[config.mk]
export PLATFORM = sky130hd
export DESIGN_NAME = acc_top
export DESIGN_NICKNAME = d
export VERILOG_FILES = /design/src/logic/acc_pkg.sv /design/src/logic/acc_sequencer.sv /design/src/logic/acc_en_decoder.sv /design/src/logic/product_lane.sv /design/src/logic/acc_bank.sv /design/src/logic/acc_top.sv
export VERILOG_INCLUDE_DIRS = /design/src /design/src/logic
export SDC_FILE = /design/constraint.sdc
export NUM_CORES = 1
export LEC_CHECK = 0
export BUFFER_PORTS_ARGS = -buffer_cell sky130_fd_sc_hd__buf_2
export CORE_MARGIN = 1
export CORE_UTILIZATION = 61
export CTS_CLUSTER_DIAMETER = 60
export CTS_CLUSTER_SIZE = 14
export DETAILED_ROUTE_END_ITERATION = 10
export PLACE_DENSITY = 0.83
export SLEW_MARGIN = 20
export SYNTH_ARGS = -nofsm -noshare
export SYNTH_HDL_FRONTEND = slang
export SYNTH_SLANG_ARGS = --single-unit
[constraint.sdc]
create_clock -name clk -period 3.5 [get_ports clk]
set_input_delay 0.175 -clock clk [delete_from_list [all_inputs] [get_ports clk]]
set_output_delay 0.175 -clock clk [all_outputs]
set_load 0.05 [all_outputs]
[src/logic/acc_settings.svh]
`ifndef ACC_SETTINGS_SVH
`define ACC_SETTINGS_SVH

// width of the step counter inside the sequencer
`define ACC_CNT_W 5

// number of the last step in a run, so a run has 26 steps
`define ACC_CNT_LAST 25

// width of one host sample and of one weight
`define ACC_SAMPLE_W 8

// width of each running sum
// wraps silently when exceeded
`define ACC_SUM_W 20

// number of accumulators in the bank, one per enable bit
`define ACC_LANES 4

`endif

[src/logic/acc_pkg.sv]
`include "acc_settings.svh"

package acc_pkg;

    // sequencer states
    // IDLE waits for start, RUN walks the steps, FLUSH drains the pipeline
    typedef enum logic [1:0] {
        IDLE  = 2'd0,
        RUN   = 2'd1,
        FLUSH = 2'd2
    } seq_state_e;

    // one host sample or weight, two's complement
    typedef logic signed [`ACC_SAMPLE_W-1:0] sample_t;

    // full-precision product of sample and weight
    typedef logic signed [2*`ACC_SAMPLE_W-1:0] product_t;

    // running sum held by each accumulator
    typedef logic signed [`ACC_SUM_W-1:0] sum_t;

endpackage

[src/logic/acc_sequencer.sv]
`timescale 1ns/1ps
`include "acc_settings.svh"

module acc_sequencer (
    input  logic                  clk,
    input  logic                  rst_n,
    input  logic                  start,
    output logic                  busy,
    output logic                  done,
    output logic                  clear,
    output logic                  step_valid,
    output logic [`ACC_CNT_W-1:0] step_cnt
);
    import acc_pkg::*;

    seq_state_e state;

    // second flush cycle marker
    logic       drain;

    // one FSM drives the counter and the strobes
    always_ff @(posedge clk or negedge rst_n) begin
        if (!rst_n) begin
            state    <= IDLE;
            step_cnt <= '0;
            drain    <= 1'b0;
            clear    <= 1'b0;
            done     <= 1'b0;
        end else begin
            // strobes are single-cycle unless set below
            clear <= 1'b0;
            done  <= 1'b0;
            case (state)
                IDLE: begin
                    // start only counts here, so a start while busy is dropped
                    if (start) begin
                        state    <= RUN;
                        step_cnt <= '0;
                        clear    <= 1'b1;
                    end
                end
                RUN: begin
                    if (step_cnt == `ACC_CNT_W'(`ACC_CNT_LAST)) begin
                        // last step has been issued to lane and decoder
                        state <= FLUSH;
                        drain <= 1'b0;
                    end else begin
                        step_cnt <= step_cnt + 1'b1;
                    end
                end
                FLUSH: begin
                    // first cycle, the last product sits in the stage registers
                    // second cycle, the bank has it and done is out
                    if (!drain) begin
                        drain <= 1'b1;
                        done  <= 1'b1;
                    end else begin
                        drain <= 1'b0;
                        state <= IDLE;
                    end
                end
                default: begin
                    state <= IDLE;
                end
            endcase
        end
    end

    // a step is live for every cycle of RUN
    assign step_valid = (state == RUN);

    // busy stays up through the done cycle and drops after it
    assign busy = (state != IDLE);

endmodule

[src/logic/acc_en_decoder.sv]
`timescale 1ns/1ps
`include "acc_settings.svh"

module acc_en_decoder (
    input  logic                  clk,
    input  logic                  rst_n,
    input  logic                  step_valid,
    input  logic [`ACC_CNT_W-1:0] step_cnt,
    output logic [`ACC_LANES-1:0] acc_en
);

    // complemented count literals
    logic [`ACC_CNT_W-1:0] cnt_n;

    // product terms, one vector per enable bit
    logic [4:0]            prod3;
    logic [3:0]            prod2;
    logic [6:0]            prod1;
    logic [4:0]            prod0;

    // unregistered enable from the sum of products
    logic [`ACC_LANES-1:0] en_sop;

    assign cnt_n = ~step_cnt;

    // acc3 enable terms
    // patterns are cnt[4:0], with - as don't care
    assign prod3[0] = cnt_n[4] & step_cnt[2] & cnt_n[1] & step_cnt[0];     // 0-101
    assign prod3[1] = cnt_n[4] & cnt_n[3] & step_cnt[2] & step_cnt[1];     // 0011-
    assign prod3[2] = cnt_n[4] & step_cnt[3] & cnt_n[2] & step_cnt[0];     // 010-1
    assign prod3[3] = step_cnt[4] & cnt_n[3] & cnt_n[1] & cnt_n[0];        // 10-00
    assign prod3[4] = step_cnt[4] & cnt_n[3] & cnt_n[2] & cnt_n[0];        // 100-0

    // acc2 enable terms
    assign prod2[0] = cnt_n[4] & cnt_n[3] & step_cnt[2] & step_cnt[1];     // 0011-
    assign prod2[1] = step_cnt[4] & cnt_n[3] & cnt_n[1] & step_cnt[0];     // 10-01
    assign prod2[2] = cnt_n[4] & step_cnt[3] & cnt_n[0];                   // 01--0
    assign prod2[3] = step_cnt[4] & cnt_n[3] & cnt_n[2] & step_cnt[0];     // 100-1

    // acc1 enable terms
    // the three full minterms pick single steps 10, 9 and 12
    assign prod1[0] = cnt_n[4] & step_cnt[3] & cnt_n[2] & step_cnt[1] & cnt_n[0];
    assign prod1[1] = cnt_n[4] & step_cnt[3] & cnt_n[2] & cnt_n[1] & step_cnt[0];
    assign prod1[2] = cnt_n[4] & step_cnt[3] & step_cnt[2] & cnt_n[1] & cnt_n[0];
    assign prod1[3] = step_cnt[4] & cnt_n[3] & step_cnt[2] & step_cnt[1];  // 1011-
    assign prod1[4] = step_cnt[4] & step_cnt[3] & cnt_n[2] & cnt_n[1] & cnt_n[0];
    assign prod1[5] = step_cnt[4] & cnt_n[3] & cnt_n[2] & cnt_n[1];        // 1000-
    assign prod1[6] = step_cnt[4] & cnt_n[3] & cnt_n[2] & step_cnt[0];     // 100-1

    // acc0 enable terms
    assign prod0[0] = cnt_n[4] & step_cnt[3] & step_cnt[2] & cnt_n[1] & cnt_n[0];
    assign prod0[1] = cnt_n[4] & step_cnt[3] & step_cnt[1] & cnt_n[0];     // 01-10
    assign prod0[2] = step_cnt[4] & step_cnt[3] & cnt_n[2] & cnt_n[1] & cnt_n[0];
    assign prod0[3] = step_cnt[4] & cnt_n[2] & cnt_n[1] & step_cnt[0];     // 1-001
    assign prod0[4] = step_cnt[4] & cnt_n[3] & step_cnt[0];                // 10--1

    // OR plane
    // counts 26 to 31 hit no term, so no extra range check
    assign en_sop[3] = |prod3;
    assign en_sop[2] = |prod2;
    assign en_sop[1] = |prod1;
    assign en_sop[0] = |prod0;

    // one register stage, aligned with the product lane
    always_ff @(posedge clk or negedge rst_n) begin
        if (!rst_n) begin
            acc_en <= '0;
        end else if (step_valid) begin
            acc_en <= en_sop;
        end else begin
            // no live step, so no accumulator may move
            acc_en <= '0;
        end
    end

endmodule

[src/logic/product_lane.sv]
`timescale 1ns/1ps
`include "acc_settings.svh"

module product_lane (
    input  logic              clk,
    input  logic              rst_n,
    input  logic              step_valid,
    input  acc_pkg::sample_t  sample,
    input  acc_pkg::sample_t  weight,
    output acc_pkg::product_t prod,
    output logic              prod_valid
);
    import acc_pkg::*;

    // full-width signed product, both operands are signed types
    product_t prod_d;

    assign prod_d = sample * weight;

    // product register
    // only loads on a live step, holds otherwise
    always_ff @(posedge clk) begin
        if (step_valid) begin
            prod <= prod_d;
        end
    end

    // valid travels with the product through the same stage
    always_ff @(posedge clk or negedge rst_n) begin
        if (!rst_n) begin
            prod_valid <= 1'b0;
        end else begin
            prod_valid <= step_valid;
        end
    end

endmodule

[src/logic/acc_bank.sv]
`timescale 1ns/1ps
`include "acc_settings.svh"

module acc_bank (
    input  logic                  clk,
    input  logic                  rst_n,
    input  logic                  clear,
    input  logic                  prod_valid,
    input  logic [`ACC_LANES-1:0] acc_en,
    input  acc_pkg::product_t     prod,
    output acc_pkg::sum_t         acc0,
    output acc_pkg::sum_t         acc1,
    output acc_pkg::sum_t         acc2,
    output acc_pkg::sum_t         acc3
);
    import acc_pkg::*;

    // running sums, index matches the acc_en bit
    sum_t acc_q [`ACC_LANES];

    // product widened to the sum width
    sum_t prod_ext;

    // sign extension of the 16-bit product
    assign prod_ext = {{(`ACC_SUM_W - 2*`ACC_SAMPLE_W){prod[2*`ACC_SAMPLE_W-1]}}, prod};

    always_ff @(posedge clk or negedge rst_n) begin
        if (!rst_n) begin
            for (int i = 0; i < `ACC_LANES; i++) begin
                acc_q[i] <= '0;
            end
        end else if (clear) begin
            // start of a new run
            // clear lands one edge before the first product arrives
            for (int i = 0; i < `ACC_LANES; i++) begin
                acc_q[i] <= '0;
            end
        end else if (prod_valid) begin
            // each lane adds only when its decoder bit is set
            for (int i = 0; i < `ACC_LANES; i++) begin
                if (acc_en[i]) begin
                    // plain wrap at ACC_SUM_W bits
                    acc_q[i] <= acc_q[i] + prod_ext;
                end
            end
        end
    end

    // sums stay visible between runs
    assign acc0 = acc_q[0];
    assign acc1 = acc_q[1];
    assign acc2 = acc_q[2];
    assign acc3 = acc_q[3];

endmodule

[src/logic/acc_top.sv]
`timescale 1ns/1ps
`include "acc_settings.svh"

module acc_top (
    input  logic             clk,
    input  logic             rst_n,
    input  logic             start,
    input  acc_pkg::sample_t sample,
    input  acc_pkg::sample_t weight,
    output logic             busy,
    output logic             done,
    output acc_pkg::sum_t    acc0,
    output acc_pkg::sum_t    acc1,
    output acc_pkg::sum_t    acc2,
    output acc_pkg::sum_t    acc3
);
    import acc_pkg::*;

    // sequencer to lane and decoder
    logic                  step_valid;
    logic [`ACC_CNT_W-1:0] step_cnt;

    // sequencer to bank
    logic                  clear;

    // stage outputs into the bank
    product_t              prod;
    logic                  prod_valid;
    logic [`ACC_LANES-1:0] acc_en;

    acc_sequencer acc_sequencer_inst (
        .clk        (clk),
        .rst_n      (rst_n),
        .start      (start),
        .busy       (busy),
        .done       (done),
        .clear      (clear),
        .step_valid (step_valid),
        .step_cnt   (step_cnt)
    );

    // decoder and lane sit side by side, one stage each
    acc_en_decoder acc_en_decoder_inst (
        .clk        (clk),
        .rst_n      (rst_n),
        .step_valid (step_valid),
        .step_cnt   (step_cnt),
        .acc_en     (acc_en)
    );

    product_lane product_lane_inst (
        .clk        (clk),
        .rst_n      (rst_n),
        .step_valid (step_valid),
        .sample     (sample),
        .weight     (weight),
        .prod       (prod),
        .prod_valid (prod_valid)
    );

    acc_bank acc_bank_inst (
        .clk        (clk),
        .rst_n      (rst_n),
        .clear      (clear),
        .prod_valid (prod_valid),
        .acc_en     (acc_en),
        .prod       (prod),
        .acc0       (acc0),
        .acc1       (acc1),
        .acc2       (acc2),
        .acc3       (acc3)
    );

endmodule

### Word-level counts from Yosys, hierarchy flattened

Cells that the tools add are included.

* memory bits (writable): 0
* memories: 0
* register bits after elaboration: 111
* latch bits: 0
* memory bits (read-only): 0
* output and inout bits: 82

* shift-type cells: 0
* reduce and logical (&&, ||, !) cells: 20
* multiplexer cells: 20
* div/mod/pow operators: 0
* equal/unequal tests: 7
* $mul: 1
* $add $sub $neg: 5
* bitwise logic cells: 38
* order comparisons: 0

Operators with widths (count)
* $mux W80: 2
* $add A20 B16 Y20: 4
* $mux W20: 4
* $and A1 B1 Y1: 37
* $mul A8 B8 Y16: 1
* $reduce_bool A2 Y1: 8
* $mux W5: 2
* $pmux W5 S2: 1
* $reduce_and A2 Y1: 5
* $reduce_or A5 Y1: 2
* $reduce_or A7 Y1: 1
* $mux W2: 3
* $ne A2 B2 Y1 const B: 3
* $pmux W2 S3: 1
* $reduce_and A3 Y1: 2
* $add A5 B1 Y5 const B: 1
* $eq A5 B5 Y1 const B: 1
* $mux W1: 5
* $not A5 Y5: 1
* $mux W4: 1
* $reduce_or A4 Y1: 1
* $eq A2 B1 Y1 const B: 1
* $eq A2 B2 Y1 const B: 1
* $logic_not A2 Y1: 1
* 2 further kinds: 2

### Longest topological paths before layout

Gate-level depths: netlist of run 1.

* depth after elaboration: 7
* depth in mapped cells: 18
* gate-level depth less buffers: 18

### Hierarchy

Synthesis of run 1 repeated with hierarchy kept, for this count alone.

* cells, all modules: 1209
* area, all modules: 10792.9 sq um

By module, submodules not included
* acc_bank: instances 1, area an instance 6935.4 sq um, cells an instance 821
* product_lane: instances 1, area an instance 3016.6 sq um, cells an instance 301
* acc_sequencer: instances 1, area an instance 528.0 sq um, cells an instance 53
* acc_en_decoder: instances 1, area an instance 312.8 sq um, cells an instance 34

### Worst setup path after synthesis of run 1

No wires, ideal clock.

* path kind: input -> register
* from: input port sample[5]
* to: register product_lane_inst.prod[14], data pin
* stages on the path: 17
* path slack: -0.403 ns
* arrival: 3.642 ns
* required time: 3.240 ns
* setup time: 0.260 ns
* path buffers: 0
* cells stage by stage: and2_1 fa_1 inv_1 fa_1 inv_1 fa_1 inv_1 fa_1 inv_1 ha_1 o21ai_0 a21boi_0 o21ai_1 a21oi_1 o21ai_1 mux2i_1 nand2_1

* word-level cells in the longest chain between the ends: 1

RTL lines
* start: declaration: line acc_top.sv:8 `input acc_pkg::sample_t sample,`
* $mul A8 B8 Y16: line product_lane.sv:18 `assign prod_d = sample * weight;`
* via product_lane_inst.prod_d[14]: line product_lane.sv:16 `product_t prod_d;`
* end signal: assignment: line product_lane.sv:24 `prod <= prod_d;`
* end: declaration: line product_lane.sv:10 `output acc_pkg::product_t prod,`

The timed path passes the listed nets, and every way through them passes these cells.
A chain may end at the register's enable or synchronous reset.

### Worst setup path after layout of run 1

* from: input port weight[2]
* to: register product_lane_inst.prod[13], data pin

* word-level cells in the longest chain between the ends: 1

RTL lines
* start: declaration: line acc_top.sv:9 `input acc_pkg::sample_t weight,`
* $mul A8 B8 Y16: line product_lane.sv:18
* via product_lane_inst.prod_d[13]: line product_lane.sv:16

The timed path passes the listed nets, and every way through them passes these cells.

==> summary.md, run 1 <==
| Metric | Value |
|---|---|
| Number of cells traversed by the worst register-to-register path | 9 |
| Synthesized area | 10,100 sq um |
| Hold Path Cell Cnt | 3 |
| Max Clock Skew | 0.0101 ns |
| Element type at the critical path start | primary input |
| Final setup vio count | 6 |
| Number of placed I/O pins | 101 |
| Remaining routing DRC violations | 0 |
| Worst slew margin | 32.4% |
| Layout fillers | 1,182 |
| Area enclosed by the die boundary | 17,100 sq um |
| Synth Instances | 1,096 |
| Number of antenna violations at the first check in global routing | 0 |
| Area of the core region | 16,000 sq um |
| Most frequent cells after synthesis | 127 x nand2_1, 107 x ha_1, 102 x inv_1 |
| Global-route wire length before repair | 41,100 um |
| HPWL after DPL | 19,600 um |
| Met1 Use GR | 38.3% |
| Most frequently used cell type in the post-synthesis netlist | nand2_1 |
| Reg-to-Reg End | acc_bank_inst.acc2[19] |
| Area of the multi-input gates | 7010 sq um |
| Number of DRC markers after the initial detailed-route iteration | 539 |
| WL/cell | 17.6 um |
| Count of max-cap constraint violations | 0 |
| Clock Latency Late Sink | 0.37 ns |
| Final Worst Setup Slack | -0.141 ns |
| Final-report hold violation count | 0 |
| Flip-flop and latch count after synthesis | 111 |
| Signal arrival time at the worst endpoint | 3.77 ns |
| Clock tree from TritonCTS | built |
| Main synth FF type | dfrtp_1 |
| Total grt overflow | 0 |
| Number of nets in the synthesized netlist | 1,281 |
| Number of synthesis warnings | 0 |
| Mean cell area of the mapped netlist | 9.21 sq um |
| Worst reg2reg setup slack | 0.46 ns |
| Minimum period implied by the final worst setup slack | 3.64 ns |
| Measured slew at the worst slew-check pin | 1.01 ns |
| Achievable Freq | 0.275 GHz |
| Vias after detailed routing | 8,610 |
| Top cells by area, synth | dfrtp_1 24%, ha_1 13%, fa_1 12%, edfxtp_1 4.8%, nand2_1 4.7% |
| Busiest metal layer after global routing | met2 |
| Area fraction of the dominant cell type after synthesis | 23.5% |
| Class of the tightest hold or removal check | in2reg |
| Cell type with the highest aggregate area in the netlist | dfrtp_1 |
| Port Buf Inserts | 100 |
| Violated checks | negative setup slack |
| Pre-antenna DRT Iters | 5 |
| Setup repair after global routing missed its margin | true |
| Met3 Resource Use GR | 6.88% |
| Largest fanout of any net on the critical path | 5 |
| Category of the worst setup path capture point | register |
| Number of nets in the final layout | 1,435 |
| Storage cell area | 2860 sq um |
| Via count of the first global-routing pass | 8,518 |
| All-Layer GR Usage | 31.4% |
| Number of diodes added for antenna fixing | 0 |
| Clock root buffer | clkbuf_16 |
| Part of the Yosys area used for sequential elements | 28.3% |
| Required time of the critical path | 3.63 ns |
| Synthesis-to-layout area growth | 17.8% |
| DRT antenna net count | 0 |
| CTS buffer count | 9 |
| Share of flip-flops with an asynchronous set or reset after synthesis | 85.6% |
| Worst Setup Path Type | in2reg |
| Final GP Congestion | 0.914 |
| Width of the die | 131 um |
| Maximum clock insertion buffer count | 2 |
| Wire length reported by the detailed router | 25,900 um |
| End of the worst hold path | acc_sequencer_inst.state[0] |
| Start point of the worst hold path | start |
| Initial core utilization | 63.1% |
| Post-Place Setup Slack | -0.593 ns |
| Fraction of the cycle the final worst path needs | 104% |
| Count of flip-flops with a built-in enable after synthesis | 16 |
| Clk sinks | 111 |
| Proportion of layout cells with a drive suffix above 1 | 19.5% |
| Number of standard-cell rows in the floorplan | 46 |
| Start of the worst register-to-register path | product_lane_inst.prod[1] |
| Number of distinct library cell variants in the gate-level netlist after synthesis | 67 |
| Die Span Y | 131 um |
| H-tree depth reported by CTS | 3 |
| Largest net degree at the start of global routing | 54 |
| Clock transition at path regs | 0.08 ns |
| Mean number of vias per cell | 5.85 |
| Run status | finished with violations |
| Final slew viol count | 0 |
| Met2 track utilization from global routing | 53.7% |
==> worst max path at each step <==
stage / from / end / slack (ns)
floorplan: sample[5] / product_lane_inst.prod[14] / -0.24
global placement: weight[2] / product_lane_inst.prod[13] / -0.48
detailed placement: weight[2] / product_lane_inst.prod[15] / -0.59
CTS: sample[7] / product_lane_inst.prod[15] / -0.08
global route: sample[6] / product_lane_inst.prod[13] / -0.30
finish: weight[2] / product_lane_inst.prod[13] / -0.14
==> logic make-up (layout without fill, tap and decap cells) <==
family                     count (synthesis)  in the layout  synth area share (%)
AOI/OAI and AO/OA                        304            304                  19.7
xor gates and xnor gates                  86             86                  7.46
adders and majority gates                166            166                  25.0
buffers and inverters                    124            283                  4.61
DFF                                      111            111                  28.3
muxes                                      8              8                 0.843
and+or+nand+nor                          297            297                  14.2
==> stage by stage <==
step	hold WS [ns]	instances	setup TNS (ns)	util [%]	instance area [sq um]
2_1_floorplan	-0.121	1096	-0.833	-	10100
3_3_place_gp	0.264	1444	-2.77	70.3	11200
3_5_place_dp	0.269	1444	-3.57	70.3	11200
4_1_cts	0.0630	1468	-0.244	73.3	11700
5_1_grt	0.0814	1471	-1.44	74.3	11900
6_report	0.0691	1471	-0.523	74.3	11900
==> cell usage in the layout, fill, tap and decap left out, types with 13 or more instances in the layout <==
cell      netlist  final
nand2_1       127    125
ha_1          107     99
dfrtp_1        95     95
inv_1         102     92
buf_2           0     87
o21ai_0        74     72
a21oi_1        74     68
buf_4           0     66
fa_1           59     56
xnor2_1        49     48
nor2_1         42     41
and2_1         45     39
xor2_1         37     37
a21o_1         30     30
o21ai_1        28     27
nand3_1        17     17
edfxtp_1       16     16
nor2b_1        16     13
o21a_1         13     13
==> area by class of cell <==
class	instances	area share (%)
inverter	102	3.22
sequential	111	24.0
clock inverter	7	0.726
clock buffer	9	1.89
multi-input combinational	861	58.9
timing repair buffer	165	8.92
tap	216	2.27
==> worst max-delay path, stage by stage <==
cell	delay (ns)
buf_8	0.10
and2_4	0.15
fa_1	0.53
inv_1	0.06
fa_1	0.52
inv_1	0.04
fa_1	0.48
inv_1	0.06
fa_1	0.50
inv_2	0.06
ha_4	0.23
nor2b_4	0.13
o211ai_1	0.17
nand2_1	0.11
a41oi_2	0.20
nor2b_4	0.19
xnor2_1	0.06
==> per-layer routing <==
metal | wire (um) | vias up
met1 | 10600 | 4171
met2 | 12800 | 251
met3 | 1530 | 72
met4 | 1010 | 0
met5 | 0 | -
li1 | - | 4116
==> state kept, by name (all words and copies together) (netlist names) <==
signal	count
product_lane_inst.prod	16
acc_sequencer_inst.step_cnt	5
acc_sequencer_inst.drain	1
acc_sequencer_inst.clear	1
acc_bank_inst.acc1	20
acc_bank_inst.acc2	20
acc_bank_inst.acc0	20
acc_sequencer_inst.state	2
product_lane_inst.prod_valid	1
acc_sequencer_inst.done	1
acc_bank_inst.acc3	20
acc_en_decoder_inst.acc_en	4
==> repair_timing <==
item | CTS | global route
hold buffers | 1 | 0
gates resized for setup | 33 | 31
pin swaps | 19 | 27
buffers inserted | 7 | 3
endpoints found under the setup margin | 5 | 6
hold endpoints to repair | 51 | 0
Power of run 1 is left out: the tool's default activity adds up to more than one toggle a clock period on the data nets, which glitch-free logic cannot reach.
==> run 2, diff against run 1 <==
--- a/config.mk
+++ b/config.mk
@@ -6,13 +6,14 @@
 export SDC_FILE = /design/constraint.sdc
 export NUM_CORES = 1
 export LEC_CHECK = 0
-export BUFFER_PORTS_ARGS = -buffer_cell sky130_fd_sc_hd__buf_2
+export ABC_AREA = 1
 export CORE_MARGIN = 1
-export CORE_UTILIZATION = 61
+export CORE_UTILIZATION = 65
 export CTS_CLUSTER_DIAMETER = 60
 export CTS_CLUSTER_SIZE = 14
 export DETAILED_ROUTE_END_ITERATION = 10
-export PLACE_DENSITY = 0.83
+export DONT_BUFFER_PORTS = 1
+export PLACE_DENSITY = 0.82
 export SLEW_MARGIN = 20
 export SYNTH_ARGS = -nofsm -noshare
 export SYNTH_HDL_FRONTEND = slang
==> run 2 against run 1 <==
The flow now finishes without violations. Flip-flop and latch count is the same. Clock-buffer cell count grew 1. Final cell count grew 33%. Critical endpoint is now product_lane_inst.prod[15]. Largest cell class unchanged.
==> summary.md, run 2 <==
| Metric | Value |
|---|---|
| Fraction of the cycle the final worst path needs | 95.6% (-8.5 points) |
| Final GP Congestion | 0.956 (+4.5%) |
| Die Span Y | 136 um (+4.1%) |
| Via count of the first global-routing pass | 10,300 (+21%) |
| Clock root buffer | clkbuf_16 |
| Area of the core region | 17,400 sq um (+8.9%) |
| Global-route wire length before repair | 47,700 um (+16%) |
| Final slew viol count | 0 (unchanged) |
| Top cells by area, synth | dfrtp_1 20%, nand2_1 20%, ha_1 11%, fa_1 10%, inv_1 9.0% |
| Main synth FF type | dfrtp_1 |
| Measured slew at the worst slew-check pin | 0.853 ns (-0.161 ns) |
| Layout fillers | 1,499 (+27%) |
| All-Layer GR Usage | 32.8% (+1.3 points) |
| DRT antenna net count | 0 (unchanged) |
| Dominant combinational cell family by area after synthesis | simple AND/OR/NAND/NOR gates |
| Synthesized-area fraction occupied by adder cells | 21.6% (-3.4 points) |
| Run status | completed |
| Worst slew margin | 43.1% (+11 points) |
| Largest fanout of any net on the critical path | 8 (+3) |
| Synth Instances | 1,722 (+57%) |
| Area enclosed by the die boundary | 18,500 sq um (+8.4%) |
| Multiplexer share of the synthesized area | 0% (-0.84 points) |
| Clock transition at path regs | 0.08 ns (about the same) |
| Largest net degree at the start of global routing | 96 (+78%) |
| Final setup vio count | 0 (-6) |
| Count of max-cap constraint violations | 0 (unchanged) |
| Setup repair after global routing missed its margin | false |
| Element type at the critical path start | primary input |
| Synthesized area | 11,700 sq um (+16%) |
| Clock tree from TritonCTS | built |
| Number of nets in the synthesized netlist | 1,907 (+49%) |
| Number of standard-cell rows in the floorplan | 48 (+4.3%) |
| Clk sinks | 111 (unchanged) |
| Pre-antenna DRT Iters | 5 (unchanged) |
| Synthesis-to-layout area growth | 7.09% |
| Largest vdd supply drop | 0.562 mV |
| Width of the die | 136 um (+4.1%) |
| Number of diodes added for antenna fixing | 0 (unchanged) |
| Cell type with the highest aggregate area in the netlist | dfrtp_1 |
| Flip-flop and latch count after synthesis | 111 (unchanged) |
| Number of synthesis warnings | 0 (unchanged) |
| Max Clock Skew | 0.0173 ns (+0.00722 ns) |
| Most used cells in the layout excluding fill and tap cells | 610 x nand2_1, 276 x inv_1, 119 x nor2_1, 115 x nand3_1, 102 x ha_1 |
| Number of DRC markers after the initial detailed-route iteration | 592 (+9.8%) |
| Number of placed I/O pins | 101 (unchanged) |
| Worst Setup Path Type | in2reg |
| Most frequently used cell type in the post-synthesis netlist | nand2_1 |
| Final-report hold violation count | 0 (unchanged) |
| Clock Latency Late Sink | 0.37 ns (about the same) |
| Area fraction of the dominant cell type after synthesis | 20.4% (-3.2 points) |
| Ratio of total power to cell area | 846 nW/um^2 |
| Maximum clock insertion buffer count | 2 (unchanged) |
| Core utilization of the finished layout | 71.8% (-2.5 points) |
| HPWL after DPL | 23,000 um (+18%) |
| Wire length reported by the detailed router | 29,000 um (+12%) |
| Signal arrival time at the worst endpoint | 3.46 ns (-0.31 ns) |
| Required time of the critical path | 3.62 ns (about the same) |
| Number of antenna violations at the first check in global routing | 0 (unchanged) |
| Mean cell area of the mapped netlist | 6.78 sq um (-26%) |
| Static leakage | 7.14 nW |
| Initial core utilization | 67.0% (+3.9 points) |
| Number of distinct library cell variants in the gate-level netlist after synthesis | 40 (-40%) |
| Fraction of the mapped netlist area in simple logic gates | 34.0% (+20 points) |
| Achievable Freq | 0.299 GHz (+8.9%) |
| Total grt overflow | 0 (unchanged) |
| Final Worst Setup Slack | 0.155 ns (+0.297 ns) |
| Commonest non-fill, non-tap cell in the layout | nand2_1 |
| Category of the worst setup path capture point | register |
| Port Buf Inserts | 0 (-100%) |
| CTS buffer count | 9 (unchanged) |
| Proportion of layout cells with a drive suffix above 1 | 6.85% (-13 points) |
| Count of flip-flops with a built-in enable after synthesis | 16 (unchanged) |
| Share of flip-flops with an asynchronous set or reset after synthesis | 85.6% (unchanged) |
| H-tree depth reported by CTS | 3 (unchanged) |
| Part of the Yosys area used for sequential elements | 24.5% (-3.8 points) |
| Synthesized-area fraction occupied by xor and xnor cells | 2.18% (-5.3 points) |
| Vias after detailed routing | 10,700 (+25%) |
| Area fraction in compound gates after synthesis | 7.37% (-12 points) |
| Class of the tightest hold or removal check | in2reg |
| Most frequent cells after synthesis | 615 x nand2_1, 280 x inv_1, 121 x nor2_1 |
| Mean number of vias per cell | 5.47 (-6.5%) |
| Minimum period implied by the final worst setup slack | 3.34 ns (-0.297 ns) |
| Post-Place Setup Slack | -0.257 ns (+0.336 ns) |
| Number of nets in the final layout | 1,917 (+34%) |
| Remaining routing DRC violations | 0 (unchanged) |
| WL/cell | 14.8 um (-16%) |
-- run 2: changes by cell type in the layout (fill, tap and decap cells not counted), sizes merged, moves of 30 or more --
| cell | change |
|---|---|
| and2 | -44 |
| nand3 | +104 |
| a21o | -30 |
| buf | -131 |
| nand2 | +499 |
| o21ai | -49 |
| nor2 | +96 |
| xnor2 | -31 |
| inv | +182 |
-- run 2: timing repair --
action,in CTS,in global routing
resized for setup,0,4
setup endpoints to repair,0,1
hold endpoints to repair,95,0
buffers inserted,0,0
hold buffers,2,0
-- run 2: cell type report --
cell class,instances,area (sq um),share of cell area [%]
Inverter,286,1080,8.61
Clock inverter,6,63.8,0.510
Timing Repair Buffer,31,263,2.10
Clock buffer,10,239,1.91
Multi-Input combinational cell,1293,7720,61.8
Tap cell,225,282,2.25
Sequential cell,111,2860,22.9
-- run 2: cell families (layout without fill, tap and decap cells) --
family / count (synthesis) / in the layout
AOI/OAI and AO/OA: 156 / 156
buffers and inverters: 318 / 333
adders and majority gates: 166 / 166
xor gates and xnor gates: 29 / 29
and+or+nand+nor: 942 / 942
DFF: 111 / 111
-- run 2: path summary, 6_finish.rpt --
path                                           from                    endpoint  cells after the start  slack, ns
hold / removal                            weight[0]   product_lane_inst.prod[0]                      2       0.04
max in group asynchronous                     rst_n       acc_bank_inst.acc0[1]                      2       2.74
min in group asynchronous                     rst_n      acc_bank_inst.acc3[17]                      2       0.37
setup reg to reg              acc_bank_inst.acc2[0]      acc_bank_inst.acc2[16]                     10       1.15
hold reg to reg            acc_sequencer_inst.drain     acc_sequencer_inst.done                      1       0.45
setup / recovery                          weight[7]  product_lane_inst.prod[15]                     16       0.16
-- run 2: where the power goes --
group	leakage, nW	switching [mW]	total [mW]	internal [mW]
Sequential	1.46	1.38	3.15	1.77
Combinational	5.53	3.91	6.37	2.46
Clock	0.149	0.541	1.06	0.522
Total	7.14	5.83	10.6	4.75
-- run 2: routing by layer --
metal / routed length, um / part of all wire [%] / global-route usage (%) / vias up
met1: 12400 / 43 / 41.3 / 4922
met4: 1050 / 3.6 / 13.5 / 0
li1: - / - / - / 5407
met5: 0 / 0 / 0 / -
met2: 13700 / 47 / 56.0 / 336
met3: 1850 / 6.4 / 4.81 / 75
-- run 2: critical path: stages --
cell and delay [ns]:
clkinvlp_4 0.12, or2_4 0.26, fa_1 0.46, fa_1 0.50, inv_1 0.05, fa_1 0.47
inv_1 0.05, fa_1 0.49, inv_2 0.05, ha_4 0.28, nand2_2 0.07, nor2_2 0.13
nand3_1 0.08, nand4_1 0.11, nand3b_1 0.11, nand2_1 0.04
-- run 2: through the flow --
stage                     setup TNS (ns)  cells  total power, mW  cell area (sq um)  hold WS, ns
after floorplan                   -0.421   1722             7.75              11900       -0.121
after global placement            -0.832   1943             9.18              12100       -0.118
after detailed placement           -1.44   1943             9.40              12100       -0.119
after CTS                              0   1961             10.5              12500       0.0214
after global routing                   0   1962             11.6              12500       0.0363
final                                  0   1962             10.6              12500       0.0362
Note: power is estimated with default switching activity, not from simulation.
